`src/design/link_pkg.sv`:
```
`default_nettype none

package link_pkg;

  // Physical lane format
  localparam int NumLanes = 8;

  // A beat carries one lane word on each edge of the forwarded clock
  localparam int FlitWidth    = 64;
  localparam int BeatWidth    = 2 * NumLanes;
  localparam int BeatsPerFlit = FlitWidth / BeatWidth;

  typedef logic [FlitWidth-1:0]            flit_t;
  typedef logic [BeatWidth-1:0]            beat_t;
  typedef logic [NumLanes-1:0]             lanes_t;
  typedef logic [$clog2(BeatsPerFlit)-1:0] beat_cnt_t;

  // Index of the final beat of a flit
  localparam beat_cnt_t LastBeat = beat_cnt_t'(BeatsPerFlit - 1);

  // Buffer depths in flits on transmit and in beats on receive
  localparam int TxFifoDepth = 2;
  localparam int RxFifoDepth = 8;

endpackage : link_pkg

`default_nettype wire

```
`src/design/cfg_pkg.sv`:
```
`default_nettype none

package cfg_pkg;

  // Wishbone bus widths
  localparam int WbAddrWidth = 8;
  localparam int WbDataWidth = 32;

  typedef logic [WbAddrWidth-1:0] wb_addr_t;
  typedef logic [WbDataWidth-1:0] wb_data_t;

  // Register byte addresses
  localparam wb_addr_t AddrCtrl    = 8'h00;
  localparam wb_addr_t AddrClkDiv  = 8'h04;
  localparam wb_addr_t AddrStatus  = 8'h08;
  localparam wb_addr_t AddrTxCount = 8'h0C;
  localparam wb_addr_t AddrRxCount = 8'h10;

  // Field positions
  localparam int CtrlLinkEnBit     = 0;
  localparam int CtrlClearBit      = 1;
  localparam int StatusOverflowBit = 0;

  // System cycles per forwarded-clock half period
  typedef logic [7:0] clk_div_t;
  localparam clk_div_t MinClkDiv   = 8'd2;
  localparam clk_div_t ClkDivReset = 8'd4;

  typedef logic [31:0] count_t;

endpackage : cfg_pkg

`default_nettype wire

```
`src/design/link_cfg_if.sv`:
```
`timescale 1ns/1ps
`default_nettype none

// Control fields out of the register block, events back into it
interface link_cfg_if;

  cfg_pkg::clk_div_t clk_div;
  logic              link_en;
  logic              clear;
  logic              rx_overflow;
  logic              tx_flit_done;
  logic              rx_flit_done;

  modport regs (
    output clk_div, link_en, clear,
    input  rx_overflow, tx_flit_done, rx_flit_done
  );

  modport link (
    input  clk_div, link_en, clear,
    output rx_overflow, tx_flit_done, rx_flit_done
  );

endinterface : link_cfg_if

`default_nettype wire

```
`src/design/stream_fifo.sv`:
```
`timescale 1ns/1ps
`default_nettype none

// Circular buffer with valid/ready handshakes on both sides
module stream_fifo #(
  parameter type data_t = logic,
  parameter int  Depth  = 2
) (
  input  logic  clk_i,
  input  logic  arst_n_i,
  input  logic  clear_i,
  input  data_t data_i,
  input  logic  valid_i,
  output logic  ready_o,
  output data_t data_o,
  output logic  valid_o,
  input  logic  ready_i
);

  typedef logic [$clog2(Depth)-1:0]   ptr_t;
  typedef logic [$clog2(Depth+1)-1:0] cnt_t;

  data_t mem_q [Depth];
  ptr_t  wr_ptr_q;
  ptr_t  rd_ptr_q;
  cnt_t  count_q;
  logic  push;
  logic  pop;

  assign ready_o = (count_q != cnt_t'(Depth));
  assign valid_o = (count_q != '0);
  assign data_o  = mem_q[rd_ptr_q];
  assign push    = valid_i & ready_o;
  assign pop     = valid_o & ready_i;

  always_ff @(posedge clk_i or negedge arst_n_i) begin
    if (!arst_n_i) begin
      wr_ptr_q <= '0;
      rd_ptr_q <= '0;
      count_q  <= '0;
    end else if (clear_i) begin
      wr_ptr_q <= '0;
      rd_ptr_q <= '0;
      count_q  <= '0;
    end else begin
      if (push) begin
        wr_ptr_q <= (wr_ptr_q == ptr_t'(Depth - 1)) ? '0 : wr_ptr_q + 1'b1;
      end
      if (pop) begin
        rd_ptr_q <= (rd_ptr_q == ptr_t'(Depth - 1)) ? '0 : rd_ptr_q + 1'b1;
      end
      // Occupancy only moves when exactly one side transfers
      if (push != pop) begin
        count_q <= push ? count_q + 1'b1 : count_q - 1'b1;
      end
    end
  end

  // Storage
  always_ff @(posedge clk_i) begin
    if (push) begin
      mem_q[wr_ptr_q] <= data_i;
    end
  end

endmodule : stream_fifo

`default_nettype wire

```
`src/design/flit_serializer.sv`:
```
`timescale 1ns/1ps
`default_nettype none

// Splits each flit into beats starting with the least significant one
module flit_serializer (
  input  logic            clk_i,
  input  logic            arst_n_i,
  link_cfg_if.link        cfg,
  input  link_pkg::flit_t flit_i,
  input  logic            flit_valid_i,
  output logic            flit_ready_o,
  output link_pkg::beat_t beat_o,
  output logic            beat_valid_o,
  input  logic            beat_ready_i
);

  link_pkg::flit_t     flit_q;
  link_pkg::beat_cnt_t beat_idx_q;
  logic                full_q;
  logic                beat_hs;
  logic                last_hs;
  logic                flit_hs;

  assign beat_valid_o = full_q;
  assign beat_o       = flit_q[link_pkg::BeatWidth-1:0];
  assign beat_hs      = full_q & beat_ready_i;
  assign last_hs      = beat_hs & (beat_idx_q == link_pkg::LastBeat);

  // A new flit may enter in the cycle the last beat leaves
  assign flit_ready_o = ~full_q | last_hs;
  assign flit_hs      = flit_valid_i & flit_ready_o;

  always_ff @(posedge clk_i or negedge arst_n_i) begin
    if (!arst_n_i) begin
      full_q     <= 1'b0;
      beat_idx_q <= '0;
    end else if (cfg.clear) begin
      full_q     <= 1'b0;
      beat_idx_q <= '0;
    end else begin
      if (beat_hs) begin
        beat_idx_q <= beat_idx_q + 1'b1;
      end
      if (flit_hs) begin
        full_q <= 1'b1;
      end else if (last_hs) begin
        full_q <= 1'b0;
      end
    end
  end

  // Shift the next beat down into the low bits
  always_ff @(posedge clk_i) begin
    if (flit_hs) begin
      flit_q <= flit_i;
    end else if (beat_hs) begin
      flit_q <= flit_q >> link_pkg::BeatWidth;
    end
  end

endmodule : flit_serializer

`default_nettype wire

```
`src/design/ddr_tx.sv`:
```
`timescale 1ns/1ps
`default_nettype none

// Forwarded clock generation and DDR lane driver
module ddr_tx (
  input  logic             clk_i,
  input  logic             arst_n_i,
  link_cfg_if.link         cfg,
  input  link_pkg::beat_t  beat_i,
  input  logic             beat_valid_i,
  output logic             beat_ready_o,
  output logic             ddr_rcv_clk_o,
  output link_pkg::lanes_t ddr_o
);

  link_pkg::beat_t     beat_q;
  link_pkg::beat_cnt_t beat_idx_q;
  cfg_pkg::clk_div_t   div_cnt_q;
  logic                active_q;
  logic                phase_q;
  logic                half_end;
  logic                period_end;
  logic                clk_toggle;
  logic                take;

  // Phase 0 carries the low lane word, phase 1 the high one
  assign half_end   = active_q & (div_cnt_q >= cfg.clk_div - 1'b1);
  assign period_end = half_end & phase_q;
  // Clock edge sits in the middle of each data window
  assign clk_toggle = active_q & (div_cnt_q == (cfg.clk_div >> 1) - 1'b1);

  assign beat_ready_o = cfg.link_en & (~active_q | period_end);
  assign take         = beat_valid_i & beat_ready_o;

  assign cfg.tx_flit_done = period_end & (beat_idx_q == link_pkg::LastBeat);

  always_ff @(posedge clk_i or negedge arst_n_i) begin
    if (!arst_n_i) begin
      active_q      <= 1'b0;
      phase_q       <= 1'b0;
      div_cnt_q     <= '0;
      beat_idx_q    <= '0;
      ddr_rcv_clk_o <= 1'b0;
      ddr_o         <= '0;
    end else if (cfg.clear) begin
      active_q      <= 1'b0;
      phase_q       <= 1'b0;
      div_cnt_q     <= '0;
      beat_idx_q    <= '0;
      ddr_rcv_clk_o <= 1'b0;
    end else begin
      if (clk_toggle) begin
        ddr_rcv_clk_o <= ~phase_q;
      end
      if (period_end) begin
        beat_idx_q <= beat_idx_q + 1'b1;
      end
      if (take) begin
        active_q  <= 1'b1;
        phase_q   <= 1'b0;
        div_cnt_q <= '0;
        ddr_o     <= beat_i[link_pkg::NumLanes-1:0];
      end else if (half_end && !phase_q) begin
        phase_q   <= 1'b1;
        div_cnt_q <= '0;
        ddr_o     <= beat_q[link_pkg::BeatWidth-1:link_pkg::NumLanes];
      end else if (period_end) begin
        active_q <= 1'b0;
      end else if (active_q) begin
        div_cnt_q <= div_cnt_q + 1'b1;
      end
    end
  end

  always_ff @(posedge clk_i) begin
    if (take) begin
      beat_q <= beat_i;
    end
  end

endmodule : ddr_tx

`default_nettype wire

```
`src/design/ddr_rx.sv`:
```
`timescale 1ns/1ps
`default_nettype none

// Samples the forwarded clock and lanes and assembles beats
module ddr_rx (
  input  logic             clk_i,
  input  logic             arst_n_i,
  link_cfg_if.link         cfg,
  input  logic             ddr_rcv_clk_i,
  input  link_pkg::lanes_t ddr_i,
  output link_pkg::beat_t  beat_o,
  output logic             beat_valid_o,
  input  logic             beat_ready_i
);

  logic [1:0]       clk_sync_q;
  logic             clk_prev_q;
  link_pkg::lanes_t lanes_s1_q;
  link_pkg::lanes_t lanes_s2_q;
  link_pkg::lanes_t low_q;
  logic             low_valid_q;
  logic             rise;
  logic             fall;

  assign rise = clk_sync_q[1] & ~clk_prev_q;
  assign fall = ~clk_sync_q[1] & clk_prev_q;

  // The wire cannot be stalled so a beat meeting a full FIFO is lost
  assign cfg.rx_overflow = beat_valid_o & ~beat_ready_i;

  always_ff @(posedge clk_i or negedge arst_n_i) begin
    if (!arst_n_i) begin
      clk_sync_q   <= '0;
      clk_prev_q   <= 1'b0;
      low_valid_q  <= 1'b0;
      beat_valid_o <= 1'b0;
    end else begin
      clk_sync_q <= {clk_sync_q[0], ddr_rcv_clk_i};
      clk_prev_q <= clk_sync_q[1];
      if (cfg.clear) begin
        low_valid_q  <= 1'b0;
        beat_valid_o <= 1'b0;
      end else begin
        // Only a falling edge that follows a captured low half completes a beat
        beat_valid_o <= fall & low_valid_q;
        if (rise) begin
          low_valid_q <= 1'b1;
        end else if (fall) begin
          low_valid_q <= 1'b0;
        end
      end
    end
  end

  // Lane synchroniser matches the clock path stage for stage
  always_ff @(posedge clk_i) begin
    lanes_s1_q <= ddr_i;
    lanes_s2_q <= lanes_s1_q;
    if (rise) begin
      low_q <= lanes_s2_q;
    end
    if (fall) begin
      beat_o <= {lanes_s2_q, low_q};
    end
  end

endmodule : ddr_rx

`default_nettype wire

```
`src/design/flit_deserializer.sv`:
```
`timescale 1ns/1ps
`default_nettype none

// Rebuilds flits from beats that arrive least significant first
module flit_deserializer (
  input  logic            clk_i,
  input  logic            arst_n_i,
  link_cfg_if.link        cfg,
  input  link_pkg::beat_t beat_i,
  input  logic            beat_valid_i,
  output logic            beat_ready_o,
  output link_pkg::flit_t flit_o,
  output logic            flit_valid_o,
  input  logic            flit_ready_i
);

  link_pkg::flit_t     asm_q;
  link_pkg::beat_cnt_t beat_idx_q;
  logic                beat_hs;
  logic                flit_done;

  // Beat FIFO is held off while a finished flit waits
  assign beat_ready_o     = ~flit_valid_o;
  assign beat_hs          = beat_valid_i & beat_ready_o;
  assign flit_done        = beat_hs & (beat_idx_q == link_pkg::LastBeat);
  assign cfg.rx_flit_done = flit_valid_o & flit_ready_i;

  always_ff @(posedge clk_i or negedge arst_n_i) begin
    if (!arst_n_i) begin
      beat_idx_q   <= '0;
      flit_valid_o <= 1'b0;
    end else if (cfg.clear) begin
      beat_idx_q   <= '0;
      flit_valid_o <= 1'b0;
    end else begin
      if (beat_hs) begin
        beat_idx_q <= beat_idx_q + 1'b1;
      end
      if (flit_done) begin
        flit_valid_o <= 1'b1;
      end else if (flit_ready_i) begin
        flit_valid_o <= 1'b0;
      end
    end
  end

  // New beats enter at the top and move down
  always_ff @(posedge clk_i) begin
    if (beat_hs) begin
      asm_q <= {beat_i, asm_q[link_pkg::FlitWidth-1:link_pkg::BeatWidth]};
    end
    if (flit_done) begin
      flit_o <= {beat_i, asm_q[link_pkg::FlitWidth-1:link_pkg::BeatWidth]};
    end
  end

endmodule : flit_deserializer

`default_nettype wire

```
`src/design/link_regs.sv`:
```
`timescale 1ns/1ps
`default_nettype none

// Wishbone classic register block for the link
module link_regs (
  input  logic              clk_i,
  input  logic              arst_n_i,
  input  logic              wb_cyc_i,
  input  logic              wb_stb_i,
  input  logic              wb_we_i,
  input  cfg_pkg::wb_addr_t wb_adr_i,
  input  cfg_pkg::wb_data_t wb_dat_i,
  output cfg_pkg::wb_data_t wb_dat_o,
  output logic              wb_ack_o,
  link_cfg_if.regs          cfg
);

  logic              req;
  logic              wr_en;
  logic              link_en_q;
  logic              clear_q;
  logic              overflow_q;
  cfg_pkg::clk_div_t clk_div_q;
  cfg_pkg::clk_div_t wr_div;
  cfg_pkg::count_t   tx_count_q;
  cfg_pkg::count_t   rx_count_q;
  cfg_pkg::wb_data_t rdata;

  // A request is served once, in the cycle it is first seen
  assign req    = wb_cyc_i & wb_stb_i & ~wb_ack_o;
  assign wr_en  = req & wb_we_i;
  assign wr_div = cfg_pkg::clk_div_t'(wb_dat_i);

  assign cfg.link_en = link_en_q;
  assign cfg.clear   = clear_q;
  assign cfg.clk_div = clk_div_q;

  //////////////////////////////////////////////////////////////////////
  // Read decode
  //////////////////////////////////////////////////////////////////////

  always_comb begin
    rdata = '0;
    case (wb_adr_i)
      cfg_pkg::AddrCtrl:    rdata[cfg_pkg::CtrlLinkEnBit] = link_en_q;
      cfg_pkg::AddrClkDiv:  rdata = cfg_pkg::wb_data_t'(clk_div_q);
      cfg_pkg::AddrStatus:  rdata[cfg_pkg::StatusOverflowBit] = overflow_q;
      cfg_pkg::AddrTxCount: rdata = cfg_pkg::wb_data_t'(tx_count_q);
      cfg_pkg::AddrRxCount: rdata = cfg_pkg::wb_data_t'(rx_count_q);
      default:              rdata = '0;
    endcase
  end

  always_ff @(posedge clk_i) begin
    if (req) begin
      wb_dat_o <= rdata;
    end
  end

  //////////////////////////////////////////////////////////////////////
  // Register state
  //////////////////////////////////////////////////////////////////////

  always_ff @(posedge clk_i or negedge arst_n_i) begin
    if (!arst_n_i) begin
      wb_ack_o   <= 1'b0;
      link_en_q  <= 1'b0;
      clear_q    <= 1'b0;
      overflow_q <= 1'b0;
      clk_div_q  <= cfg_pkg::ClkDivReset;
      tx_count_q <= '0;
      rx_count_q <= '0;
    end else begin
      wb_ack_o <= req;
      // Clear is a single-cycle pulse
      clear_q  <= wr_en & (wb_adr_i == cfg_pkg::AddrCtrl) & wb_dat_i[cfg_pkg::CtrlClearBit];
      if (wr_en && wb_adr_i == cfg_pkg::AddrCtrl) begin
        link_en_q <= wb_dat_i[cfg_pkg::CtrlLinkEnBit];
      end
      if (wr_en && wb_adr_i == cfg_pkg::AddrClkDiv) begin
        clk_div_q <= (wr_div < cfg_pkg::MinClkDiv) ? cfg_pkg::MinClkDiv : wr_div;
      end
      // A new overflow wins over a simultaneous write-one-to-clear
      if (cfg.rx_overflow) begin
        overflow_q <= 1'b1;
      end else if (wr_en && wb_adr_i == cfg_pkg::AddrStatus &&
                   wb_dat_i[cfg_pkg::StatusOverflowBit]) begin
        overflow_q <= 1'b0;
      end
      if (clear_q) begin
        tx_count_q <= '0;
        rx_count_q <= '0;
      end else begin
        tx_count_q <= tx_count_q + cfg_pkg::count_t'(cfg.tx_flit_done);
        rx_count_q <= rx_count_q + cfg_pkg::count_t'(cfg.rx_flit_done);
      end
    end
  end

endmodule : link_regs

`default_nettype wire

```
`src/design/serial_link_top.sv`:
```
`timescale 1ns/1ps
`default_nettype none

module serial_link_top (
  input  logic              clk_i,
  input  logic              arst_n_i,
  input  link_pkg::flit_t   flit_i,
  input  logic              flit_valid_i,
  output logic              flit_ready_o,
  output link_pkg::flit_t   flit_o,
  output logic              flit_valid_o,
  input  logic              flit_ready_i,
  input  logic              wb_cyc_i,
  input  logic              wb_stb_i,
  input  logic              wb_we_i,
  input  cfg_pkg::wb_addr_t wb_adr_i,
  input  cfg_pkg::wb_data_t wb_dat_i,
  output cfg_pkg::wb_data_t wb_dat_o,
  output logic              wb_ack_o,
  output logic              ddr_rcv_clk_o,
  output link_pkg::lanes_t  ddr_o,
  input  logic              ddr_rcv_clk_i,
  input  link_pkg::lanes_t  ddr_i
);

  link_pkg::flit_t tx_flit;
  logic            tx_flit_valid;
  logic            tx_flit_ready;
  link_pkg::beat_t tx_beat;
  logic            tx_beat_valid;
  logic            tx_beat_ready;
  link_pkg::beat_t rx_beat;
  logic            rx_beat_valid;
  logic            rx_beat_ready;
  link_pkg::beat_t rx_fifo_beat;
  logic            rx_fifo_valid;
  logic            rx_fifo_ready;

  link_cfg_if link_cfg ();

  //////////////////////////////////////////////////////////////////////
  // Transmit pipeline
  //////////////////////////////////////////////////////////////////////

  stream_fifo #(
    .data_t ( link_pkg::flit_t      ),
    .Depth  ( link_pkg::TxFifoDepth )
  ) i_tx_fifo (
    .clk_i    ( clk_i          ),
    .arst_n_i ( arst_n_i       ),
    .clear_i  ( link_cfg.clear ),
    .data_i   ( flit_i         ),
    .valid_i  ( flit_valid_i   ),
    .ready_o  ( flit_ready_o   ),
    .data_o   ( tx_flit        ),
    .valid_o  ( tx_flit_valid  ),
    .ready_i  ( tx_flit_ready  )
  );

  flit_serializer i_flit_serializer (
    .clk_i        ( clk_i         ),
    .arst_n_i     ( arst_n_i      ),
    .cfg          ( link_cfg      ),
    .flit_i       ( tx_flit       ),
    .flit_valid_i ( tx_flit_valid ),
    .flit_ready_o ( tx_flit_ready ),
    .beat_o       ( tx_beat       ),
    .beat_valid_o ( tx_beat_valid ),
    .beat_ready_i ( tx_beat_ready )
  );

  ddr_tx i_ddr_tx (
    .clk_i         ( clk_i         ),
    .arst_n_i      ( arst_n_i      ),
    .cfg           ( link_cfg      ),
    .beat_i        ( tx_beat       ),
    .beat_valid_i  ( tx_beat_valid ),
    .beat_ready_o  ( tx_beat_ready ),
    .ddr_rcv_clk_o ( ddr_rcv_clk_o ),
    .ddr_o         ( ddr_o         )
  );

  //////////////////////////////////////////////////////////////////////
  // Receive pipeline
  //////////////////////////////////////////////////////////////////////

  ddr_rx i_ddr_rx (
    .clk_i         ( clk_i         ),
    .arst_n_i      ( arst_n_i      ),
    .cfg           ( link_cfg      ),
    .ddr_rcv_clk_i ( ddr_rcv_clk_i ),
    .ddr_i         ( ddr_i         ),
    .beat_o        ( rx_beat       ),
    .beat_valid_o  ( rx_beat_valid ),
    .beat_ready_i  ( rx_beat_ready )
  );

  stream_fifo #(
    .data_t ( link_pkg::beat_t      ),
    .Depth  ( link_pkg::RxFifoDepth )
  ) i_rx_fifo (
    .clk_i    ( clk_i          ),
    .arst_n_i ( arst_n_i       ),
    .clear_i  ( link_cfg.clear ),
    .data_i   ( rx_beat        ),
    .valid_i  ( rx_beat_valid  ),
    .ready_o  ( rx_beat_ready  ),
    .data_o   ( rx_fifo_beat   ),
    .valid_o  ( rx_fifo_valid  ),
    .ready_i  ( rx_fifo_ready  )
  );

  flit_deserializer i_flit_deserializer (
    .clk_i        ( clk_i         ),
    .arst_n_i     ( arst_n_i      ),
    .cfg          ( link_cfg      ),
    .beat_i       ( rx_fifo_beat  ),
    .beat_valid_i ( rx_fifo_valid ),
    .beat_ready_o ( rx_fifo_ready ),
    .flit_o       ( flit_o        ),
    .flit_valid_o ( flit_valid_o  ),
    .flit_ready_i ( flit_ready_i  )
  );

  // Control and status
  link_regs i_link_regs (
    .clk_i    ( clk_i    ),
    .arst_n_i ( arst_n_i ),
    .wb_cyc_i ( wb_cyc_i ),
    .wb_stb_i ( wb_stb_i ),
    .wb_we_i  ( wb_we_i  ),
    .wb_adr_i ( wb_adr_i ),
    .wb_dat_i ( wb_dat_i ),
    .wb_dat_o ( wb_dat_o ),
    .wb_ack_o ( wb_ack_o ),
    .cfg      ( link_cfg )
  );

endmodule : serial_link_top

`default_nettype wire

```
`config.mk`:
```
export PLATFORM = sky130hd
export DESIGN_NAME = serial_link_top
export DESIGN_NICKNAME = d
export VERILOG_FILES = /design/src/design/link_pkg.sv /design/src/design/cfg_pkg.sv /design/src/design/link_cfg_if.sv /design/src/design/stream_fifo.sv /design/src/design/flit_serializer.sv /design/src/design/ddr_tx.sv /design/src/design/ddr_rx.sv /design/src/design/flit_deserializer.sv /design/src/design/link_regs.sv /design/src/design/serial_link_top.sv
export SDC_FILE = /design/constraint.sdc
export NUM_CORES = 1
export LEC_CHECK = 0
export CELL_PAD_IN_SITES_DETAIL_PLACEMENT = 1
export CELL_PAD_IN_SITES_GLOBAL_PLACEMENT = 1
export CORE_ASPECT_RATIO = 0.8
export CORE_UTILIZATION = 43
export CTS_CLUSTER_DIAMETER = 50
export CTS_CLUSTER_SIZE = 28
export DETAILED_ROUTE_END_ITERATION = 16
export DONT_BUFFER_PORTS = 1
export PLACE_DENSITY_LB_ADDON = 0.1
export SLEW_MARGIN = 20
export SYNTH_ARGS = -nofsm -noshare
export SYNTH_HDL_FRONTEND = slang
export SYNTH_SLANG_ARGS = --single-unit
```
`constraint.sdc`:
```
create_clock -name clk_i -period 5 [get_ports clk_i]
set_input_delay 1 -clock clk_i [delete_from_list [all_inputs] [get_ports clk_i]]
set_output_delay 1 -clock clk_i [all_outputs]
set_load 0.02 [all_outputs]
```
==> flow_metrics.tcl <==
set metrics [dict create \
    cts_buffers 51 \
    maxCapViolations 0 \
    worst_r2r_endpoint "i_link_regs.tx_count_q[23]" \
    fin_crit_ps 4470 \
    grt_util_met1_pct 22.9 \
    drive_gt1_share_pct 13.0 \
    drtIter0Drc 682 \
    slew_viol_final 0 \
    synth-compound-area-share_pct 4.18 \
    power-per-cell-area_mw_per_mm2 504 \
    die-width_um 267 \
    maxSlewHeadroom_pct 31.0 \
    synth_most_common_cell "edfxtp_1" \
    cp-end-kind "register" \
    synth_enable_flop_cells 496 \
    drc 0 \
    synth_top_area_share_pct 61.5 \
    synth_top_family_by_area "simple AND/OR/NAND/NOR gates" \
    clkTransAtPathRegs_ps 70 \
    htreeDepth 2 \
    synthAdderAreaFrac_pct 1.48 \
    gp_congestion 0.730 \
    finalHoldViolCount 0 \
    fin_tns_setup_ps 0 \
    dp_hpwl_um 30300 \
    wl_um 48100 \
    clk_latency_ps 600 \
    worst_pin_slew_ps 1030 \
    fp.coreArea_mm2 0.0554 \
    cts_setup_buffers 0 \
    synthMuxAreaShare_pct 7.09 \
    clk_path_buf_depth 3 \
    syn2layout_area_growth_pct 11.6 \
    worstSetupStartpointType "register" \
    min_path_type "in -> async" \
    arrival_ps 4890 \
    r2r_cells 17 \
    grtUsageMet2_pct 27.5 \
    cts-resized-gates 0 \
    syn_area_per_cell_um2 16.4 \
    clock_sinks 634 \
    start_util_pct 43.7 \
    postLayoutCellArea_mm2 0.0270 \
    ys_types 66 \
    die_area_mm2 0.0573 \
    rows 77 \
    busiest_layer "met2" \
    synth-seq-cells 634 \
    fmax_ghz 0.224 \
    postCtsHoldBufs 0 \
    outcome "finished clean" \
    antenna_found_initial 5 \
    cts_tree "built" \
    grt_pass1_wl_um 75100 \
    startpoint "i_link_regs.cfg.clk_div[1]" \
    synth_xor_area_share_pct 3.00 \
    grtUsageTotal_pct 17.1 \
    ant_nets 0 \
    synth-simple-area-share_pct 7.35 \
    synth_top_cells_by_count "edfxtp_1 (496), nor2_1 (124), dfrtp_1 (121)" \
    rr_startpoint "i_link_regs.cfg.clk_div[1]" \
    grt_max_degree 123 \
    via_per_inst 5.28 \
    dr_total_vias 12100 \
    grt_overflow 0 \
    synth-seq-area-share_pct 75.5 \
    yosysWarnings 0 \
    cts-root-buf "clkbuf_16" \
    place_area_mm2 0.0252 \
    ys.flop_type "edfxtp_1" \
    path_class "reg -> reg" \
    critPathMaxFanout 7 \
    postSynth.asyncResetShare_pct 19.2 \
    avgRoutedWirePerCell_um 21.0 \
    worstPathRequired_ps 5420 \
    ff2ff_setup_slack_ps 530 \
    io_buffers 0 \
    io_pins 228 \
    yosys-top-cells-area "edfxtp_1 (62%), dfrtp_1 (13%), mux4_2 (3.0%)" \
    irDropWorstVdd_mv 0.340 \
    nNetsFinal 1643 \
    min_period_over_period_pct 89.3 \
    synth_nets 1626 \
    use_met3_pct 4.48 \
    die_h_um 214 \
    crit_path_end "i_link_regs.tx_count_q[23]" \
    first_global_vias 12700 \
    syn_inst 1478 \
    first_pass_iters 5 \
    synth_largest_area_cell "edfxtp_1" \
    cellLeakagePower_uw 0.00978 \
    finalSetupViolations 0 \
    rsz0062_at_grt "false" \
    synth_area_mm2 0.0242 \
    finalClockSkew_ps 40.7 \
]
through the flow:
step                utilization, %  cells  power, uW  hold slack (ps)  worst slack, ps
detailed placement            45.5   2190       9550              314              550
global placement              45.5   2190       9460              315              705
floorplan                        -   1478       8910              310              451
global route                  48.7   2286      14200             58.8             47.4
CTS                           48.7   2284      13800             35.3              507
finish                        48.8   2288      13600             94.9              534
cells in the final DEF, fill, tap and decap left out, types with 7 or more instances in the layout:
master     Yosys  routed
a21oi_1       20      20
a221o_1        8       8
a222oi_1       8       8
a22o_1        24      24
and2_1        12      11
and3_1        11      10
and4_1         9       9
buf_4          0      22
clkbuf_16      0      51
dfrtp_1      121     117
dfxtp_1       16      16
edfxtp_1     496     496
ha_1          27      27
inv_1         24      24
inv_6          0       7
mux2_2        20      20
mux2i_1       71      71
mux4_2        32      32
nand2_1       94      94
nand3_1       37      37
nand4_1       12      12
nor2_1       124     120
nor2b_1       10      10
nor3_1        15      12
nor4_1         9       8
o21ai_0       69      69
xnor2_1       36      36
xor2_1        47      47
area by class of cell:
cell class	count	area, um^2
Multi-Input combinational cell	759	5720
Antenna cell	2	5.00
Clock inverter	42	493
Timing Repair Buffer	25	208
Sequential cell	634	18300
Inverter	24	90.1
Fill cell	5228	28400
Clock buffer	52	1280
Tap cell	750	938
power breakdown:
group	switching, uW	internal [uW]	leakage, uW	total (uW)
clock	2060	2180	0.000842	4250
sequential	886	6820	0.00637	7700
combinational	911	754	0.00257	1660
total	3860	9750	0.00978	13600
state kept, by name, summed over array words and instances, names as in the netlist, 16 cells and up:
signal / flops
i_flit_deserializer.asm_q: 48
i_flit_serializer.flit_q: 64
i_ddr_rx.beat_o: 16
i_rx_fifo.mem_q: 128
i_tx_fifo.mem_q: 128
i_flit_deserializer.flit_o: 64
i_link_regs.wb_dat_o: 32
i_link_regs.rx_count_q: 32
i_link_regs.tx_count_q: 32
worst max-delay path, stage by stage, from the launching register on:
cell,delay [ps]
dfrtp_1,480
inv_1,150
ha_1,310
and3_1,260
nand2_1,90
xor2_1,150
ha_1,330
nand2_1,80
o21ai_0,350
o211ai_1,240
nor2_1,200
ha_1,220
and4_1,240
and2_1,360
nand3_1,320
nor3_1,280
xnor2_1,150
nor2_1,50
routing by layer:
metal / wire length, um / up-vias
met4: 1070 / 6
met5: 46 / -
li1: - / 5596
met1: 21000 / 6175
met2: 23100 / 219
met3: 2860 / 75
cell families after synthesis:
kind of cell,count (synthesis)
buffers and inverters,85
adder cells (fa/ha/maj),28
AND/OR/NAND/NOR,368
multiplexers,127
flip-flops,634
XOR/XNOR,83
AO/OA/AOI/OAI,153
how the worst min path moves through the flow:
stage          slack, ps              startpoint                               to
2_1_floorplan        310  i_ddr_rx.lanes_s1_q[0]           i_ddr_rx.lanes_s2_q[0]
3_3_place_gp         320  i_ddr_rx.lanes_s1_q[3]           i_ddr_rx.lanes_s2_q[3]
3_5_place_dp         310  i_ddr_rx.lanes_s1_q[3]           i_ddr_rx.lanes_s2_q[3]
4_1_cts               40                arst_n_i                i_ddr_tx.ddr_o[1]
5_1_grt               60                arst_n_i  i_flit_serializer.beat_idx_q[0]
6_report              90                arst_n_i            i_ddr_tx.div_cnt_q[6]
Power figures use the tool's default switching activity.
